===== config.mk =====
export PLATFORM = sky130hd
export DESIGN_NAME = vga_top
export DESIGN_NICKNAME = d
export VERILOG_FILES = /design/src/hdl/vga_pkg.sv /design/src/hdl/scan_timing.sv /design/src/hdl/pixel_writer.sv /design/src/hdl/frame_arbiter.sv /design/src/hdl/frame_ram.sv /design/src/hdl/palette_shader.sv /design/src/hdl/vga_top.sv
export SDC_FILE = /design/constraint.sdc
export NUM_CORES = 2
export LEC_CHECK = 0
export BUFFER_PORTS_ARGS = -buffer_cell sky130_fd_sc_hd__buf_2
export CORE_UTILIZATION = 57
export CTS_CLUSTER_SIZE = 30
export DETAILED_ROUTE_END_ITERATION = 8
export PLACE_DENSITY = 0.73
export SYNTH_ARGS = -nofsm -noshare
export SYNTH_HDL_FRONTEND = slang
export SYNTH_HIERARCHICAL = 1
export SYNTH_SLANG_ARGS = --single-unit

===== constraint.sdc =====
create_clock -name clk_vga -period 5.5 [get_ports clk_vga]
set_input_delay 0.55 -clock clk_vga [delete_from_list [all_inputs] [get_ports clk_vga]]
set_output_delay 0.55 -clock clk_vga [all_outputs]
set_load 0.02 [all_outputs]

===== src/hdl/vga_pkg.sv =====
// vga package: mode timing, frame window geometry, RAM sizing, palette and shared types
package vga_pkg;

  // reduced mode so a frame fits in a short simulation
  localparam int HSIZE = 64;
  localparam int HFP   = 68;
  localparam int HSP   = 72;
  localparam int HMAX  = 80;
  localparam int VSIZE = 24;
  localparam int VFP   = 25;
  localparam int VSP   = 27;
  localparam int VMAX  = 30;

  // sync active polarity
  localparam logic HSPP = 1'b1;
  localparam logic VSPP = 1'b1;

  // frame window inside the visible area
  localparam int FRAME_LEFT   = 8;
  localparam int FRAME_RIGHT  = 56;
  localparam int FRAME_TOP    = 6;
  localparam int FRAME_BOTTOM = 18;
  localparam int FRAME_W      = FRAME_RIGHT - FRAME_LEFT;
  localparam int FRAME_H      = FRAME_BOTTOM - FRAME_TOP;

  // two halves, one shown and one written
  localparam int PART_SIZE = FRAME_W * FRAME_H;
  localparam int RAM_DEPTH = 2 * PART_SIZE;

  // counter to port latency
  localparam int SCAN_DELAY      = 4;
  localparam int RST_SCREEN_COLS = 16;
  localparam int SWAP_COL        = 8;

  typedef logic [11:0] coord_t;
  typedef logic [10:0] ram_addr_t;
  // index 0 doubles as "no write"
  typedef logic [2:0]  pal_idx_t;
  // 0 full brightness, 63 darkest
  typedef logic [5:0]  night_t;
  typedef logic [7:0]  chan_t;
  // red in the top byte
  typedef logic [23:0] rgb_t;

  localparam rgb_t PALETTE [8] = '{
    24'h000000,
    24'hFF0000,
    24'h00FF00,
    24'h0000FF,
    24'hFFFF00,
    24'h00FFFF,
    24'hFF00FF,
    24'hFFFFFF
  };

endpackage


===== src/hdl/scan_timing.sv =====
// scan timing: pixel counters, coordinate delay line, sync/enable and buffer swap
`timescale 1ns/1ps

module scan_timing (
  input  logic            clk_vga,
  input  logic            rst_n,
  output vga_pkg::coord_t read_x,
  output vga_pkg::coord_t read_y,
  output vga_pkg::coord_t out_x,
  output vga_pkg::coord_t out_y,
  output logic            read_part,
  output logic            rst_screen,
  output logic            hsync,
  output logic            vsync,
  output logic            data_enable
);
  import vga_pkg::*;

  // entry 0 is the live counter, the last one lines up with the output register
  coord_t line_x [SCAN_DELAY];
  coord_t line_y [SCAN_DELAY];

  assign read_x = line_x[0];
  assign read_y = line_y[0];
  assign out_x  = line_x[SCAN_DELAY-1];
  assign out_y  = line_y[SCAN_DELAY-1];

  always_ff @(posedge clk_vga) begin
    if (!rst_n) begin
      for (int i = 0; i < SCAN_DELAY; i++) begin
        line_x[i] <= '0;
        line_y[i] <= '0;
      end
    end else begin
      if (line_x[0] == coord_t'(HMAX - 1)) begin
        line_x[0] <= '0;
        if (line_y[0] == coord_t'(VMAX - 1)) line_y[0] <= '0;
        else line_y[0] <= line_y[0] + 1'b1;
      end else begin
        line_x[0] <= line_x[0] + 1'b1;
      end
      for (int i = 1; i < SCAN_DELAY; i++) begin
        line_x[i] <= line_x[i-1];
        line_y[i] <= line_y[i-1];
      end
    end
  end

  // new frame marker at the top of vertical blanking
  assign rst_screen = (read_y == coord_t'(VSIZE)) && (read_x < coord_t'(RST_SCREEN_COLS));

  always_ff @(posedge clk_vga) begin
    if (!rst_n) begin
      hsync       <= !HSPP;
      vsync       <= !VSPP;
      data_enable <= 1'b0;
      read_part   <= 1'b0;
    end else begin
      hsync <= (out_x >= coord_t'(HFP) && out_x < coord_t'(HSP)) ? HSPP : !HSPP;
      vsync <= (out_y >= coord_t'(VFP) && out_y < coord_t'(VSP)) ? VSPP : !VSPP;
      data_enable <= (out_x < coord_t'(HSIZE)) && (out_y < coord_t'(VSIZE));
      if (read_y == coord_t'(VSIZE) && read_x == coord_t'(SWAP_COL)) read_part <= ~read_part;
    end
  end

  // halves only swap inside the screen reset pulse, so no write can straddle a swap
  a_swap_in_pulse: assert property (@(posedge clk_vga) disable iff (!rst_n)
    (read_part != $past(read_part)) |-> $past(rst_screen) && (read_y == coord_t'(VSIZE)))
    else $error("buffer swap outside screen reset row");

endmodule


===== src/hdl/pixel_writer.sv =====
// pixel writer: filters write strobes and holds one back-buffer write until granted
`timescale 1ns/1ps

module pixel_writer (
  input  logic               clk_vga,
  input  logic               rst_n,
  input  logic               write_strobe,
  input  vga_pkg::coord_t    write_x,
  input  vga_pkg::coord_t    write_y,
  input  vga_pkg::pal_idx_t  write_palette,
  input  logic               read_part,
  input  logic               rst_screen,
  input  logic               write_grant,
  output vga_pkg::ram_addr_t wr_addr,
  output vga_pkg::pal_idx_t  wr_data,
  output logic               write_busy
);
  import vga_pkg::*;

  logic      take;
  ram_addr_t back_base;
  ram_addr_t next_addr;

  // transparent index, out-of-window and frame-swap strobes are dropped
  assign take = write_strobe && !write_busy && !rst_screen
             && (write_palette != '0)
             && (write_x < coord_t'(FRAME_W))
             && (write_y < coord_t'(FRAME_H));

  // writer always targets the half not being scanned
  assign back_base = read_part ? ram_addr_t'(0) : ram_addr_t'(PART_SIZE);
  assign next_addr = back_base + ram_addr_t'(write_y * FRAME_W) + ram_addr_t'(write_x);

  always_ff @(posedge clk_vga) begin
    if (!rst_n) begin
      write_busy <= 1'b0;
    end else if (take) begin
      write_busy <= 1'b1;
    end else if (write_grant) begin
      write_busy <= 1'b0;
    end
  end

  // pending entry
  always_ff @(posedge clk_vga) begin
    if (take) begin
      wr_addr <= next_addr;
      wr_data <= write_palette;
    end
  end

  a_no_strobe_busy: assert property (@(posedge clk_vga) disable iff (!rst_n)
    write_strobe |-> !write_busy)
    else $error("write strobe while a write is pending");

endmodule


===== src/hdl/frame_arbiter.sv =====
// frame arbiter: shares the single RAM port, scanout reads ahead of writer writes
`timescale 1ns/1ps

module frame_arbiter (
  input  logic               clk_vga,
  input  logic               rst_n,
  input  vga_pkg::coord_t    read_x,
  input  vga_pkg::coord_t    read_y,
  input  logic               read_part,
  input  logic               write_busy,
  input  vga_pkg::ram_addr_t wr_addr,
  input  vga_pkg::pal_idx_t  wr_data,
  output logic               write_grant,
  output vga_pkg::ram_addr_t ram_addr,
  output vga_pkg::pal_idx_t  ram_wdata,
  output logic               ram_we,
  output logic               read_valid
);
  import vga_pkg::*;

  logic      read_req;
  coord_t    win_col;
  coord_t    win_row;
  ram_addr_t rd_addr;

  assign read_req = (read_x >= coord_t'(FRAME_LEFT)) && (read_x < coord_t'(FRAME_RIGHT))
                 && (read_y >= coord_t'(FRAME_TOP)) && (read_y < coord_t'(FRAME_BOTTOM));

  assign win_col = read_x - coord_t'(FRAME_LEFT);
  assign win_row = read_y - coord_t'(FRAME_TOP);
  assign rd_addr = (read_part ? ram_addr_t'(PART_SIZE) : ram_addr_t'(0))
                 + ram_addr_t'(win_row * FRAME_W) + ram_addr_t'(win_col);

  // writer only gets the port when scanout leaves it idle
  assign write_grant = write_busy && !read_req;
  assign ram_addr    = read_req ? rd_addr : wr_addr;
  assign ram_wdata   = wr_data;
  assign ram_we      = write_grant;

  always_ff @(posedge clk_vga) begin
    if (!rst_n) read_valid <= 1'b0;
    else read_valid <= read_req;
  end

  // a pending write is served within one window line of reads
  a_write_wait: assert property (@(posedge clk_vga) disable iff (!rst_n)
    write_busy |-> ##[0:FRAME_W] write_grant)
    else $error("pending write starved by scanout reads");

endmodule


===== src/hdl/frame_ram.sv =====
// frame RAM: single-port palette index store, write on the edge, registered read
`timescale 1ns/1ps

module frame_ram (
  input  logic               clk_vga,
  input  vga_pkg::ram_addr_t ram_addr,
  input  vga_pkg::pal_idx_t  ram_wdata,
  input  logic               ram_we,
  output vga_pkg::pal_idx_t  ram_rdata
);
  import vga_pkg::*;

  // lower half is part 0, upper half part 1
  pal_idx_t mem [RAM_DEPTH];

  always_ff @(posedge clk_vga) begin
    if (ram_we) begin
      mem[ram_addr] <= ram_wdata;
    end
    ram_rdata <= mem[ram_addr];
  end

endmodule


===== src/hdl/palette_shader.sv =====
// palette shader: palette lookup, night dimming and window/background/blank select
`timescale 1ns/1ps

module palette_shader (
  input  logic              clk_vga,
  input  logic              rst_n,
  input  vga_pkg::pal_idx_t ram_rdata,
  input  logic              read_valid,
  input  vga_pkg::coord_t   out_x,
  input  vga_pkg::coord_t   out_y,
  input  vga_pkg::night_t   night_rate,
  output vga_pkg::chan_t    red,
  output vga_pkg::chan_t    green,
  output vga_pkg::chan_t    blue
);
  import vga_pkg::*;

  rgb_t base_rgb;
  rgb_t win_rgb;
  rgb_t bg_rgb;
  logic in_window;
  logic visible;

  // c - c*n/64, truncated
  function automatic chan_t dim_chan(input chan_t c, input night_t n);
    logic [13:0] prod;
    prod = c * n;
    return c - prod[13:6];
  endfunction

  function automatic rgb_t dim_rgb(input rgb_t c, input night_t n);
    return {dim_chan(c[23:16], n), dim_chan(c[15:8], n), dim_chan(c[7:0], n)};
  endfunction

  // lookup, stale RAM data turns black
  always_ff @(posedge clk_vga) begin
    base_rgb <= read_valid ? PALETTE[ram_rdata] : PALETTE[0];
  end

  // dimming, background is always index 7
  always_ff @(posedge clk_vga) begin
    win_rgb <= dim_rgb(base_rgb, night_rate);
    bg_rgb  <= dim_rgb(PALETTE[7], night_rate);
  end

  assign in_window = (out_x >= coord_t'(FRAME_LEFT)) && (out_x < coord_t'(FRAME_RIGHT))
                  && (out_y >= coord_t'(FRAME_TOP)) && (out_y < coord_t'(FRAME_BOTTOM));
  assign visible   = (out_x < coord_t'(HSIZE)) && (out_y < coord_t'(VSIZE));

  always_ff @(posedge clk_vga) begin
    if (!rst_n) begin
      {red, green, blue} <= '0;
    end else if (in_window) begin
      {red, green, blue} <= win_rgb;
    end else if (visible) begin
      {red, green, blue} <= bg_rgb;
    end else begin
      {red, green, blue} <= '0;
    end
  end

endmodule


===== src/hdl/vga_top.sv =====
// vga top: scanout, writer, arbiter, frame RAM and shader on one pixel clock
`timescale 1ns/1ps

module vga_top (
  input  logic              clk_vga,
  input  logic              rst_n,
  input  logic              write_strobe,
  input  vga_pkg::coord_t   write_x,
  input  vga_pkg::coord_t   write_y,
  input  vga_pkg::pal_idx_t write_palette,
  input  vga_pkg::night_t   night_rate,
  output logic              write_busy,
  output logic              rst_screen,
  output logic              hsync,
  output logic              vsync,
  output logic              data_enable,
  output vga_pkg::chan_t    red,
  output vga_pkg::chan_t    green,
  output vga_pkg::chan_t    blue
);
  import vga_pkg::*;

  coord_t    read_x;
  coord_t    read_y;
  coord_t    out_x;
  coord_t    out_y;
  logic      read_part;
  logic      write_grant;
  logic      ram_we;
  logic      read_valid;
  ram_addr_t wr_addr;
  ram_addr_t ram_addr;
  pal_idx_t  wr_data;
  pal_idx_t  ram_wdata;
  pal_idx_t  ram_rdata;

  scan_timing u_scan (
    .clk_vga     (clk_vga),
    .rst_n       (rst_n),
    .read_x      (read_x),
    .read_y      (read_y),
    .out_x       (out_x),
    .out_y       (out_y),
    .read_part   (read_part),
    .rst_screen  (rst_screen),
    .hsync       (hsync),
    .vsync       (vsync),
    .data_enable (data_enable)
  );

  pixel_writer u_writer (
    .clk_vga       (clk_vga),
    .rst_n         (rst_n),
    .write_strobe  (write_strobe),
    .write_x       (write_x),
    .write_y       (write_y),
    .write_palette (write_palette),
    .read_part     (read_part),
    .rst_screen    (rst_screen),
    .write_grant   (write_grant),
    .wr_addr       (wr_addr),
    .wr_data       (wr_data),
    .write_busy    (write_busy)
  );

  frame_arbiter u_arb (
    .clk_vga     (clk_vga),
    .rst_n       (rst_n),
    .read_x      (read_x),
    .read_y      (read_y),
    .read_part   (read_part),
    .write_busy  (write_busy),
    .wr_addr     (wr_addr),
    .wr_data     (wr_data),
    .write_grant (write_grant),
    .ram_addr    (ram_addr),
    .ram_wdata   (ram_wdata),
    .ram_we      (ram_we),
    .read_valid  (read_valid)
  );

  frame_ram u_ram (
    .clk_vga   (clk_vga),
    .ram_addr  (ram_addr),
    .ram_wdata (ram_wdata),
    .ram_we    (ram_we),
    .ram_rdata (ram_rdata)
  );

  palette_shader u_shader (
    .clk_vga    (clk_vga),
    .rst_n      (rst_n),
    .ram_rdata  (ram_rdata),
    .read_valid (read_valid),
    .out_x      (out_x),
    .out_y      (out_y),
    .night_rate (night_rate),
    .red        (red),
    .green      (green),
    .blue       (blue)
  );

endmodule


==> summary.md <==
| Metric | Value |
|---|---|
| Final period util | 0.974 |
| Slew @ Worst Pin | approximately 1.4 ns |
| Period minus WS final | about 5.4 ns |
| Die Y | 513 um |
| Met1 Usage GRT | 0.413 |
| Max Clk Rate | between 0.15 and 0.2 GHz |
| WHS | between 0.1 and 0.15 ns |
| Placed insts | 12700 |
| Vias in the first global route | roughly 86000 |
| P_leak | 59.0 nW |
| Drt wl/cell | approximately 30 um |
| Vias per std cell | 6.54 |
| TritonCTS clock tree | done |
| # rows | around 190 |
| RSZ-0062 raised after global routing | no |
| Width of the die | 513 um |
| Normalized max-slew margin | 0.0425 |
| GRT met3 Usage | 0.0555 |
| Layout area overhead | 13.3% |
| IO buf count | 64 |
| Fillers | about 17000 |
| Max-cap violation count | 0 |
| Worst setup EP type | flop |
| Status | completed |
| Multi-input logic area | 37700 um^2 |
| Slew Limit Fails | 0 |
| Req. time, crit path | 6.32 ns |
| Pwr Total | 55.8 mW |
| Layout Nets | ~10000 |
| Avg Inst Size Synth | between 15 and 20 um^2 |
| Worst EP arrival | approximately 6 ns |
| CTS Buf Count | roughly 360 |
| TritonRoute pass-1 iters | 6 |
| Post-DP Area | ~160000 um^2 |
| Largest net degree at the start of global routing | around 240 |
| Drt total wl | 405000 um |
| Antenna violations before repair | 15 |
| Post-Synthesis Cell Area | between 100000 and 150000 um^2 |
| Power Dens Cells | between 300 and 400 nW/um^2 |
| Core area | about 260000 um^2 |
| Ys Warns | 6 |
| Post-route ant nets | 0 |
| Max Clock Skew | 0.0824 ns |
| # DRC | 0 |
| Root Buffer | clkbuf_16 |
| DR iter-0 viols | around 13000 |
| Grt total ovfl | 0 |
| Final Hold Fails | 0 |
| Design area | around 170000 um^2 |
| CTS clock-pin slew for the worst setup and hold paths | approximately 0.06 ns |
| Placer Congestion | 0.905 |
| Die Area | roughly 260000 um^2 |
| Clock sinks | between 3000 and 4000 |
| GR Layer Usage met2 | 0.484 |
| Initial core utilization | 0.573 |
| Register area | approximately 110000 um^2 |
| Num ports | 65 |
| First-pass GRT wire length | around 580000 um |
| Ratio of cells with drive above 1 in the final layout | 0.130 |
| Htree depth | 5 |
| Fin cells | 13400 |
| Setup crit start kind | flop |
| Setup Crit Path Kind | flop to flop |
| Max FO, Critical Path | 17 |
| Syn Inst Count | between 9000 and 10000 |
| Final setup viols | 0 |
| DP Wirelength | 245000 um |
| Maximum VDD drop | 0.349 mV |
| Via count | 87700 |
| Worst-Skew Late Latency | a little under 1 ns |
| Hold crit path type | input port to flop |
| Total track usage | 0.304 |
| Clock Tree Buf Depth | 4 |
| Most Crowded Layer GR | met2 |
-- timing repair --
action                                  CTS  global route
hold endpoints to repair                  8             0
hold buffers                              9             0
endpoints found under the setup margin    2             2
setup buffers                             7             0
pin swaps                                 1             0
gates resized for setup                   5             8
-- critical path, cell delays in order, from the launching register on --
cell       delay, ns
edfxtp_1        0.39
or4_4           0.55
nor4_2          0.17
nand4_1         0.17
nor4_4          0.22
buf_4           0.19
buf_4           0.13
mux2_8          0.45
buf_12          0.22
nand4bb_4       0.10
buf_12          0.21
buf_4           0.18
o22ai_1         0.07
nor4_1          0.38
nand2_1         0.17
a22oi_1         0.53
a41oi_1         0.22
a21oi_2         0.37
buf_4           0.19
nand3_1         0.07
buf_4           0.14
-- layer usage --
layer	up-vias	wire [um]
met5	-	92
met4	14	19600
met3	1002	46000
met2	5735	192000
met1	44200	148000
li1	36800	-
-- flip-flops by register name (all words and copies together) (netlist names) --
signal               count
u_arb/read_valid         1
u_ram/mem             3456
u_ram/ram_rdata          3
u_scan/data_enable       1
u_scan/hsync             1
u_scan/line_x           42
u_scan/line_y           48
u_scan/read_part         1
u_scan/vsync             1
u_shader/base_rgb        3
u_shader/bg_rgb          8
u_shader/blue            8
u_shader/green           8
u_shader/red             8
u_shader/win_rgb        24
u_writer/wr_addr        11
u_writer/wr_data         3
u_writer/write_busy      1
-- layout make-up --
class / count / share of cell area
tap: 3402 / 0.0252
timing repair buffer: 589 / 0.0377
sequential: 3628 / 0.638
clock buffer: 436 / 0.0563
multi-input combinational: 4979 / 0.224
inverter: 148 / 0.00329
clock inverter: 219 / 0.0153
antenna: 10 / 0.000148
-- placed cells by master, fill, tap and decap left out, drive strengths merged, types with 7 or more instances in the layout --
master	n
ha	143
conb	12
a21o	20
o21bai	12
nor3	32
xor2	32
xnor2	72
mux4	101
nand2	296
nor2	1208
and2	82
dlygate4sd3	9
fa	56
diode	10
buf	580
nor4	213
clkinvlp	11
nand3	20
inv	158
and3	8
edfxtp	3494
a21oi	62
clkbuf	436
a21boi	30
o21ai	33
mux2i	1556
o22ai	771
nor2b	14
a22oi	56
bufinv	43
nand2b	11
dfxtp	134
nor3b	7
clkinv	155
mux2	11
nand4	21
-- report_power, final --
group	internal, mW	switching [mW]
combinational	0.380	0.482
sequential	29.9	0.0363
clock	14.4	10.6
-- per-stage QoR --
stage	TNS, ns	worst slack [ns]	util
2_1_floorplan	0	0.0114	-
3_3_place_gp	-0.686	-0.367	0.602
3_5_place_dp	-0.676	-0.361	0.602
4_1_cts	0	0.206	0.650
5_1_grt	0	0.0203	0.650
6_report	0	0.141	0.650
-- worst paths after layout --
kind / start / slack, ns / end / cells past startpoint
worst min-delay path: write_x[5] / 0.12 / u_writer/wr_addr[5]$_DFFE_PP_ / 3
worst min register to register: u_scan/line_y[0][26]$_DFF_P_ / 0.43 / u_scan/line_y[0][38]$_SDFF_PN0_ / 1
worst max register to register: u_scan/line_x[0][11]$_DFFE_PP_ / 0.14 / u_ram/ram_rdata[2]$_DFF_P_ / 20
worst max-delay path: u_scan/line_x[0][11]$_DFFE_PP_ / 0.14 / u_ram/ram_rdata[2]$_DFF_P_ / 20
(Power assumes the default switching activity.)
